### src/hw/replay_defines.svh
// ====================
// Replay staging parameters
// Queue count, ring geometry, word width and admission headroom
// ====================
`ifndef REPLAY_DEFINES_SVH
`define REPLAY_DEFINES_SVH

// Number of queue rings and width of a queue ID
`define REPLAY_NUM_QUEUES 4
`define REPLAY_QID_W 2

// Address bits inside one ring, 16 words each
`define REPLAY_RING_AW 4

`define REPLAY_DATA_W 32

// Free words needed to admit a packet, also the longest packet
`define REPLAY_HEADROOM 4

// Input FIFO address bits, 8 entries
`define REPLAY_FIFO_AW 3

`endif

### src/hw/replay_pkg.sv
// ====================
// Replay staging types
// Tagged word, memory write request and writer FSM states
// ====================
`include "replay_defines.svh"

package replay_pkg;

  // One tagged word as carried through the input FIFO and to the output
  typedef struct packed {
    logic [`REPLAY_DATA_W-1:0] data;
    logic [`REPLAY_QID_W-1:0]  qid;
    logic                      eop;
  } replay_word_t;

  // Ring RAM write, address is {queue ID, ring index}
  typedef struct packed {
    logic [`REPLAY_QID_W+`REPLAY_RING_AW-1:0] addr;
    logic [`REPLAY_DATA_W-1:0]                data;
  } ram_wr_t;

  // Writer FSM
  typedef enum logic [1:0] {
    IDLE,
    WR_PKT,
    DROP
  } wr_state_t;

endpackage

### src/hw/input_fifo.sv
// ====================
// Input FIFO
// Show-ahead register FIFO for tagged words ahead of the writer
// ====================
`timescale 1ns/1ps
`include "replay_defines.svh"

module input_fifo (
  input  logic                    clk,
  input  logic                    rst,
  input  logic                    in_push,
  input  replay_pkg::replay_word_t in_word,
  output logic                    in_full,
  input  logic                    fifo_pop,
  output replay_pkg::replay_word_t fifo_word,
  output logic                    fifo_empty
);
  import replay_pkg::*;

  replay_word_t mem [1 << `REPLAY_FIFO_AW];

  logic [`REPLAY_FIFO_AW-1:0] wr_ptr;
  logic [`REPLAY_FIFO_AW-1:0] rd_ptr;
  // One extra bit so a full FIFO is distinct from an empty one
  logic [`REPLAY_FIFO_AW:0]   count;
  logic                       push_ok;
  logic                       pop_ok;

  assign in_full    = count[`REPLAY_FIFO_AW];
  assign fifo_empty = (count == '0);
  assign push_ok    = in_push && !in_full;
  assign pop_ok     = fifo_pop && !fifo_empty;

  // Head entry is always visible
  assign fifo_word = mem[rd_ptr];

  always_ff @(posedge clk) begin
    if (push_ok) begin
      mem[wr_ptr] <= in_word;
    end
  end

  always_ff @(posedge clk) begin
    if (rst) begin
      wr_ptr <= '0;
      rd_ptr <= '0;
      count  <= '0;
    end else begin
      if (push_ok) begin
        wr_ptr <= wr_ptr + 1'b1;
      end
      if (pop_ok) begin
        rd_ptr <= rd_ptr + 1'b1;
      end
      case ({push_ok, pop_ok})
        2'b10:   count <= count + 1'b1;
        2'b01:   count <= count - 1'b1;
        default: count <= count;
      endcase
    end
  end

  // Source must hold off while full, writer must not pop an empty FIFO
  a_no_push_full: assert property (@(posedge clk) disable iff (rst)
    !(in_push && in_full))
    else $error("input_fifo: push while full");

  a_no_pop_empty: assert property (@(posedge clk) disable iff (rst)
    !(fifo_pop && fifo_empty))
    else $error("input_fifo: pop while empty");

endmodule

### src/hw/fifo_to_mem.sv
// ====================
// FIFO to memory writer
// Admits or drops each packet from its queue's free space,
// then writes admitted words into that queue's ring
// ====================
`timescale 1ns/1ps
`include "replay_defines.svh"

module fifo_to_mem (
  input  logic                          clk,
  input  logic                          rst,
  input  replay_pkg::replay_word_t      fifo_word,
  input  logic                          fifo_empty,
  output logic                          fifo_pop,
  input  logic                          mem_ready,
  input  logic [`REPLAY_NUM_QUEUES-1:0] space_ok,
  input  logic [`REPLAY_RING_AW-1:0]    tail_idx [`REPLAY_NUM_QUEUES],
  output logic [`REPLAY_NUM_QUEUES-1:0] tail_inc,
  output logic                          ram_wr,
  output replay_pkg::ram_wr_t           ram_wr_req,
  output logic                          drop_pulse
);
  import replay_pkg::*;

  wr_state_t                state;
  wr_state_t                state_next;
  logic [`REPLAY_QID_W-1:0] cur_q;
  logic [`REPLAY_QID_W-1:0] cur_q_next;
  // Set on entry to DROP until the first word is discarded
  logic                     drop_armed;
  logic                     wr_fire;

  always_comb begin
    state_next = state;
    cur_q_next = cur_q;
    fifo_pop   = 1'b0;
    wr_fire    = 1'b0;
    tail_inc   = '0;

    case (state)
      IDLE: begin
        // Admission is decided once, on the first word of the packet
        if (!fifo_empty) begin
          cur_q_next = fifo_word.qid;
          state_next = space_ok[fifo_word.qid] ? WR_PKT : DROP;
        end
      end

      WR_PKT: begin
        if (!fifo_empty && mem_ready) begin
          fifo_pop        = 1'b1;
          wr_fire         = 1'b1;
          tail_inc[cur_q] = 1'b1;
          if (fifo_word.eop) begin
            state_next = IDLE;
          end
        end
      end

      DROP: begin
        // Discard regardless of mem_ready
        if (!fifo_empty) begin
          fifo_pop = 1'b1;
          if (fifo_word.eop) begin
            state_next = IDLE;
          end
        end
      end

      default: state_next = IDLE;
    endcase
  end

  assign drop_pulse = fifo_pop && drop_armed;

  always_ff @(posedge clk) begin
    if (rst) begin
      state      <= IDLE;
      cur_q      <= '0;
      drop_armed <= 1'b0;
      ram_wr     <= 1'b0;
    end else begin
      state  <= state_next;
      cur_q  <= cur_q_next;
      ram_wr <= wr_fire;
      if (state == IDLE && state_next == DROP) begin
        drop_armed <= 1'b1;
      end else if (fifo_pop) begin
        drop_armed <= 1'b0;
      end
    end
  end

  // Write request, issued the cycle after the pop
  always_ff @(posedge clk) begin
    if (wr_fire) begin
      ram_wr_req.addr <= {cur_q, tail_idx[cur_q]};
      ram_wr_req.data <= fifo_word.data;
    end
  end

  // Every word popped must belong to the packet's latched queue
  a_qid_stable: assert property (@(posedge clk) disable iff (rst)
    fifo_pop |-> (fifo_word.qid == cur_q))
    else $error("fifo_to_mem: queue ID changed within a packet");

endmodule

### src/hw/queue_ring_ptr.sv
// ====================
// Queue ring pointers
// Head, tail and committed tail of one ring,
// with fill level, empty flag and admission check
// ====================
`timescale 1ns/1ps
`include "replay_defines.svh"

module queue_ring_ptr (
  input  logic                       clk,
  input  logic                       rst,
  input  logic                       tail_inc,
  input  logic                       head_inc,
  output logic [`REPLAY_RING_AW-1:0] tail_idx,
  output logic [`REPLAY_RING_AW-1:0] head_idx,
  output logic                       not_empty,
  output logic                       space_ok
);

  // Ring size as a wrap-extended value
  localparam logic [`REPLAY_RING_AW:0] DEPTH = {1'b1, {`REPLAY_RING_AW{1'b0}}};

  // Pointers carry a wrap bit above the index
  logic [`REPLAY_RING_AW:0] tail;
  logic [`REPLAY_RING_AW:0] tail_c;
  logic [`REPLAY_RING_AW:0] head;
  logic [`REPLAY_RING_AW:0] used;
  logic [`REPLAY_RING_AW:0] free;

  assign tail_idx = tail[`REPLAY_RING_AW-1:0];
  assign head_idx = head[`REPLAY_RING_AW-1:0];

  // Fill counted from the raw tail so admission sees words in flight
  assign used     = tail - head;
  assign free     = DEPTH - used;
  assign space_ok = (free >= `REPLAY_HEADROOM);

  // Reader only sees words whose RAM write has landed
  assign not_empty = (tail_c != head);

  always_ff @(posedge clk) begin
    if (rst) begin
      tail   <= '0;
      tail_c <= '0;
      head   <= '0;
    end else begin
      tail_c <= tail;
      if (tail_inc) begin
        tail <= tail + 1'b1;
      end
      if (head_inc) begin
        head <= head + 1'b1;
      end
    end
  end

  a_no_read_empty: assert property (@(posedge clk) disable iff (rst)
    head_inc |-> not_empty)
    else $error("queue_ring_ptr: head advanced on empty ring");

  a_no_write_full: assert property (@(posedge clk) disable iff (rst)
    tail_inc |-> (used != DEPTH))
    else $error("queue_ring_ptr: tail advanced on full ring");

endmodule

### src/hw/ring_ram.sv
// ====================
// Ring RAM
// One-write one-read on-chip memory shared by all rings,
// indexed by {queue ID, ring index}
// ====================
`timescale 1ns/1ps
`include "replay_defines.svh"

module ring_ram (
  input  logic                                     clk,
  input  logic                                     ram_wr,
  input  replay_pkg::ram_wr_t                      ram_wr_req,
  input  logic                                     ram_rd,
  input  logic [`REPLAY_QID_W+`REPLAY_RING_AW-1:0] ram_rd_addr,
  output logic [`REPLAY_DATA_W-1:0]                ram_rd_data
);

  logic [`REPLAY_DATA_W-1:0] mem [1 << (`REPLAY_QID_W + `REPLAY_RING_AW)];

  always_ff @(posedge clk) begin
    if (ram_wr) begin
      mem[ram_wr_req.addr] <= ram_wr_req.data;
    end
  end

  // Registered read, data one cycle after ram_rd
  always_ff @(posedge clk) begin
    if (ram_rd) begin
      ram_rd_data <= mem[ram_rd_addr];
    end
  end

endmodule

### src/hw/ring_reader.sv
// ====================
// Ring reader
// Drains non-empty rings round-robin, one read per cycle,
// and tags returning data with its queue ID
// ====================
`timescale 1ns/1ps
`include "replay_defines.svh"

module ring_reader (
  input  logic                                     clk,
  input  logic                                     rst,
  input  logic                                     out_en,
  input  logic [`REPLAY_NUM_QUEUES-1:0]            not_empty,
  input  logic [`REPLAY_RING_AW-1:0]               head_idx [`REPLAY_NUM_QUEUES],
  output logic [`REPLAY_NUM_QUEUES-1:0]            head_inc,
  output logic                                     ram_rd,
  output logic [`REPLAY_QID_W+`REPLAY_RING_AW-1:0] ram_rd_addr,
  input  logic [`REPLAY_DATA_W-1:0]                ram_rd_data,
  output logic                                     out_valid,
  output replay_pkg::replay_word_t                 out_word
);

  // Last queue served
  logic [`REPLAY_QID_W-1:0] rr_ptr;
  logic [`REPLAY_QID_W-1:0] sel;
  // Queue of the read in flight
  logic [`REPLAY_QID_W-1:0] qid_pend;
  logic                     issue;

  // First non-empty queue after rr_ptr, wrapping back to rr_ptr itself
  always_comb begin
    logic [`REPLAY_QID_W-1:0] cand;
    logic                     found;
    sel   = rr_ptr;
    found = 1'b0;
    for (int i = 1; i <= `REPLAY_NUM_QUEUES; i++) begin
      cand = rr_ptr + i[`REPLAY_QID_W-1:0];
      if (!found && not_empty[cand]) begin
        sel   = cand;
        found = 1'b1;
      end
    end
  end

  assign issue       = out_en && (|not_empty);
  assign ram_rd      = issue;
  assign ram_rd_addr = {sel, head_idx[sel]};

  always_comb begin
    head_inc = '0;
    if (issue) begin
      head_inc[sel] = 1'b1;
    end
  end

  always_ff @(posedge clk) begin
    if (rst) begin
      rr_ptr    <= '1;
      out_valid <= 1'b0;
    end else begin
      out_valid <= issue;
      if (issue) begin
        rr_ptr <= sel;
      end
    end
  end

  always_ff @(posedge clk) begin
    if (issue) begin
      qid_pend <= sel;
    end
  end

  // RAM output register carries the data, eop is not replayed
  assign out_word.data = ram_rd_data;
  assign out_word.qid  = qid_pend;
  assign out_word.eop  = 1'b0;

endmodule

### src/hw/replay_stage_top.sv
// ====================
// Replay staging top
// Input FIFO, packet writer, per-queue ring pointers,
// ring RAM and round-robin reader
// ====================
`timescale 1ns/1ps
`include "replay_defines.svh"

module replay_stage_top (
  input  logic                     clk,
  input  logic                     rst,
  input  logic                     in_push,
  input  replay_pkg::replay_word_t in_word,
  output logic                     in_full,
  input  logic                     mem_ready,
  input  logic                     out_en,
  output logic                     out_valid,
  output replay_pkg::replay_word_t out_word,
  output logic                     drop_pulse
);
  import replay_pkg::*;

  replay_word_t fifo_word;
  logic         fifo_empty;
  logic         fifo_pop;

  logic [`REPLAY_NUM_QUEUES-1:0] space_ok;
  logic [`REPLAY_NUM_QUEUES-1:0] not_empty;
  logic [`REPLAY_NUM_QUEUES-1:0] tail_inc;
  logic [`REPLAY_NUM_QUEUES-1:0] head_inc;
  logic [`REPLAY_RING_AW-1:0]    tail_idx [`REPLAY_NUM_QUEUES];
  logic [`REPLAY_RING_AW-1:0]    head_idx [`REPLAY_NUM_QUEUES];

  ram_wr_t                                  ram_wr_req;
  logic                                     ram_wr;
  logic                                     ram_rd;
  logic [`REPLAY_QID_W+`REPLAY_RING_AW-1:0] ram_rd_addr;
  logic [`REPLAY_DATA_W-1:0]                ram_rd_data;

  input_fifo u_fifo (
    .clk        (clk),
    .rst        (rst),
    .in_push    (in_push),
    .in_word    (in_word),
    .in_full    (in_full),
    .fifo_pop   (fifo_pop),
    .fifo_word  (fifo_word),
    .fifo_empty (fifo_empty)
  );

  fifo_to_mem u_writer (
    .clk        (clk),
    .rst        (rst),
    .fifo_word  (fifo_word),
    .fifo_empty (fifo_empty),
    .fifo_pop   (fifo_pop),
    .mem_ready  (mem_ready),
    .space_ok   (space_ok),
    .tail_idx   (tail_idx),
    .tail_inc   (tail_inc),
    .ram_wr     (ram_wr),
    .ram_wr_req (ram_wr_req),
    .drop_pulse (drop_pulse)
  );

  // One ring per queue
  for (genvar q = 0; q < `REPLAY_NUM_QUEUES; q++) begin : g_ring
    queue_ring_ptr u_ring (
      .clk       (clk),
      .rst       (rst),
      .tail_inc  (tail_inc[q]),
      .head_inc  (head_inc[q]),
      .tail_idx  (tail_idx[q]),
      .head_idx  (head_idx[q]),
      .not_empty (not_empty[q]),
      .space_ok  (space_ok[q])
    );
  end

  ring_ram u_ram (
    .clk         (clk),
    .ram_wr      (ram_wr),
    .ram_wr_req  (ram_wr_req),
    .ram_rd      (ram_rd),
    .ram_rd_addr (ram_rd_addr),
    .ram_rd_data (ram_rd_data)
  );

  ring_reader u_reader (
    .clk         (clk),
    .rst         (rst),
    .out_en      (out_en),
    .not_empty   (not_empty),
    .head_idx    (head_idx),
    .head_inc    (head_inc),
    .ram_rd      (ram_rd),
    .ram_rd_addr (ram_rd_addr),
    .ram_rd_data (ram_rd_data),
    .out_valid   (out_valid),
    .out_word    (out_word)
  );

endmodule

### config.mk
export PLATFORM = sky130hd
export DESIGN_NAME = replay_stage_top
export DESIGN_NICKNAME = d
export VERILOG_FILES = /design/src/hw/replay_pkg.sv /design/src/hw/input_fifo.sv /design/src/hw/fifo_to_mem.sv /design/src/hw/queue_ring_ptr.sv /design/src/hw/ring_ram.sv /design/src/hw/ring_reader.sv /design/src/hw/replay_stage_top.sv
export VERILOG_INCLUDE_DIRS = /design/src /design/src/hw
export SDC_FILE = /design/constraint.sdc
export NUM_CORES = 2
export LEC_CHECK = 0
export BUFFER_PORTS_ARGS = -buffer_cell sky130_fd_sc_hd__buf_2
export CELL_PAD_IN_SITES_DETAIL_PLACEMENT = 0
export CELL_PAD_IN_SITES_GLOBAL_PLACEMENT = 1
export CORE_ASPECT_RATIO = 1.1
export CORE_MARGIN = 10
export CORE_UTILIZATION = 55
export DETAILED_ROUTE_END_ITERATION = 10
export PLACE_DENSITY = 0.84
export SLEW_MARGIN = 10
export SYNTH_ARGS = -nofsm -noshare
export SYNTH_HDL_FRONTEND = slang
export SYNTH_SLANG_ARGS = --single-unit
### constraint.sdc
create_clock -name clk -period 5.3 [get_ports clk]
set_clock_uncertainty 0.2 [all_clocks]
set_input_delay 1.06 -clock clk [delete_from_list [all_inputs] [get_ports clk]]
set_output_delay 1.06 -clock clk [all_outputs]
set_load 0.005 [all_outputs]
==> impl_metrics.yaml <==
status:
  status: "finished clean"
critical_path:
  cp_slowest_cell: "nor4_2"
  cp_num_buf_inv: 2
  r2r_end: "u_ram.ram_rd_data[25]$_DFFE_PP_"
  r2r_start: "g_ring[2].u_ring.head[0]$_SDFFE_PP0P_"
  arrival_ns: 5.49
  slowest_delay_ns: 0.72
  crit_type: "reg2reg"
  worst-r2r-cell-count: 12
  cp_max_fo: 112
  critPathCaptureType: "register"
  cp-start-kind: "register"
  r2r_slack_ns: 0.22
  crit_family: "simple AND/OR/NAND/NOR gates"
  cp_common_cell: "buf_12"
  cp.required_ns: 5.71
  crit_chain: "xnor2_1 > nand3_1 > nor3_2 > a22oi_2 > mux2i_4 > mux4_4 > buf_12 > buf_12 > mux4_2 > a22o_1 > nor4_2 > nand4_1"
sta:
  period_share_pct: 95.9
  hold_viol: 0
  drv_slew: 0
  rsz0062_at_grt: "no"
  period_needed_ns: 5.08
  relSlewSlack_pct: 19.3
  finalSetupViolCount: 0
  worstMarginPinSlew_ns: 1.21
  tns_ns: 0
  fmax_mhz: 197
pwr:
  peakVddDrop_mv: 0.387
  powerDensity_mw_per_mm2: 356
  cellLeakagePower_nw: 36.0
synth:
  synthArstFlopShare_pct: 0
  ys_seq_area_share_pct: 76.5
  yosys_warnings: 0
  synthTopCellsByArea: "edfxtp_1 (75%), mux4_2 (7.8%), nand2_1 (3.1%), dfxtp_1 (1.7%), mux2i_1 (1.7%)"
  synth-edff-count: 2400
  synth.most_common_cell: "edfxtp_1"
  ys_types: 61
  syn_area_mm2: 0.0964
  yosys_register_bits: 2482
  postSynthAreaPerCell_um2: 17.9
  syn_nets: 5473
  yosys.area.top_type: "edfxtp_1"
  yosysTopAreaCellShare_pct: 74.8
  ys.flop_type: "edfxtp_1"
  synthTopCellsByCount: "edfxtp_1 (2,400), nand2_1 (806), mux4_2 (334)"
  synth_cells: 5383
clock_network:
  htree_num_levels: 4
  clk_pin_slew_ns: 0.06
  cts_hold_buf: 0
  cts_buffers: 226
  cts_root_buffer: "clkbuf_16"
  clkLatencyLatePin_ns: 0.88
  clk_path_buf_depth: 3
  cts_sinks: 2482
  cts_tree: "yes"
die:
  die_area_mm2: 0.192
  fp.dieH_um: 459
  core_mm2: 0.175
  fp-row-count: 161
  start_util_pct: 55.2
  die-width_um: 419
  ios: 78
route:
  viasPerCell: 6.37
  postRouteWirelength_um: 231000
  drt_iter0_drc: 6383
  dr.pass1.iters: 8
  wl_per_cell_um: 28.6
  drt.antenna.violating_nets: 0
  drcViolationCount: 0
  vias: 51426
grt:
  grt_max_degree: 113
  grt_usage_pct: 23.8
  overflow: 0
  grt_pass1_wl_um: 342000
  grt_pass1_vias: 51222
  grt_antenna_before_repair: 19
placement:
  post-place-cells: 7652
  dpl-instance-area_mm2: 0.101
  gp_congestion: 0.799
  hpwl_um: 131000
  portBuffers: 76
final_layout:
  final_cell_area_mm2: 0.108
  fin_util_pct: 61.8
  nNetsFinal: 5693
  instances_no_fill: 8079
  drive_above_1_share_pct: 19.1
  syn_to_final_growth_pct: 12.1
job:
  max_cap_viol_count: 0
min_path:
  min_path_type: "in2reg"
  hp-start: "in_word[29]"
  min_to: "u_fifo.mem[3][29]$_DFFE_PP_"
  holdPathStages: 1
==> report_power, final <==
part           internal, mW  total, mW  leakage (nW)  switching, mW
clock                  8.70       15.8          3.50           7.09
combinational         0.436       1.16          10.2          0.722
sequential             21.5       21.5          22.3         0.0596
==> repair_timing <==
| action | 4_1_cts | 5_1_grt |
|---|---|---|
| setup endpoints to repair | 0 | 6 |
| setup buffers | 0 | 4 |
| resized for setup | 0 | 3 |
==> how the worst max path moves through the flow <==
stage,start,end,slack (ns),depth (start not counted)
CTS,g_ring[2].u_ring.head[0]$_SDFFE_PP0P_,u_ram.ram_rd_data[17]$_DFFE_PP_,0.15,12
detailed placement,g_ring[2].u_ring.head[0]$_SDFFE_PP0P_,u_ram.ram_rd_data[17]$_DFFE_PP_,0.16,12
finish,g_ring[2].u_ring.head[0]$_SDFFE_PP0P_,u_ram.ram_rd_data[25]$_DFFE_PP_,0.22,12
global placement,g_ring[2].u_ring.head[0]$_SDFFE_PP0P_,u_ram.ram_rd_data[16]$_DFFE_PP_,0.21,12
global route,g_ring[2].u_ring.head[0]$_SDFFE_PP0P_,u_ram.ram_rd_data[4]$_DFFE_PP_,0.01,13
floorplan,in_push,u_fifo.mem[0][0]$_DFFE_PP_,0.69,4
==> metal layers <==
layer	routed length, um	up-vias	part of all wire, %	GRT usage (%)
li1	-	21717	-	-
met1	88300	26536	38	32.5
met2	115000	2714	50	39.3
met3	22400	435	9.7	4.88
met4	5510	24	2.4	6.63
met5	145	-	0.063	0
==> kinds of logic after synthesis <==
| group | share of synthesized area (%) |
|---|---|
| flops | 76.5 |
| other cells | 0.00389 |
| xor+xnor | 0.708 |
| fa+ha+maj | 0.688 |
| buf+inv | 1.75 |
| simple gates | 6.80 |
| compound gates | 3.46 |
| mux | 10.1 |
==> state kept, by name (all words and copies together) (netlist names), named ones only <==
name	cells
u_ram.mem	2048
u_fifo.mem	280
u_writer.ram_wr_req	38
u_ram.ram_rd_data	32
g_ring.u_ring.head	20
g_ring.u_ring.tail	20
g_ring.u_ring.tail_c	20
u_fifo.count	4
u_fifo.rd_ptr	3
u_fifo.wr_ptr	3
u_reader.qid_pend	2
u_reader.rr_ptr	2
u_writer.cur_q	2
u_writer.state	2
u_reader.out_valid	1
u_writer.drop_armed	1
u_writer.ram_wr	1
==> cell type report <==
class                   instances  area [um^2]
clock buffers                 285         5910
well taps                    2282         2860
flip-flops and latches       2482        73700
repair buffers                302         2510
inverters                      54          203
diodes                          3         7.51
clock inverters               134         1280
multi-input cells            2537        21500
fillers                     11894        66700
==> layout by cell type, fill, tap and decap left out, types with 39 or more instances in the layout <==
| cell | count |
|---|---|
| clkinv_2 | 43 |
| a31oi_1 | 96 |
| nand3_1 | 73 |
| inv_1 | 51 |
| and3_1 | 250 |
| mux4_2 | 329 |
| nand4_1 | 51 |
| a211oi_1 | 127 |
| dfxtp_1 | 78 |
| nand2_1 | 806 |
| nor2_4 | 59 |
| a21oi_1 | 46 |
| edfxtp_1 | 2400 |
| buf_2 | 77 |
| mux2i_1 | 159 |
| ha_1 | 45 |
| nor2_1 | 88 |
| clkbuf_16 | 227 |
| buf_4 | 191 |
| mux2_2 | 39 |
| clkbuf_1 | 57 |
| clkinv_1 | 55 |
==> stage by stage <==
stage / hold WS (ns) / total power [mW] / setup slack [ns]
after floorplan: 0.206 / 22.7 / 0.688
after global placement: 0.266 / 23.1 / 0.205
after detailed placement: 0.279 / 23.1 / 0.155
after CTS: 0.190 / 38.7 / 0.152
after global routing: 0.221 / 39.5 / 0.0110
final: 0.242 / 38.5 / 0.218
==> worst reg2reg max path: cells and delay by family, from the launching register on <==
family / cells / cell delay, ns
compound gates: 2 / 0.41
mux: 3 / 1.38
flops: 1 / 0.45
buf+inv: 2 / 0.83
xor+xnor: 1 / 0.17
simple gates: 4 / 1.39
(Power assumes the default switching activity.)
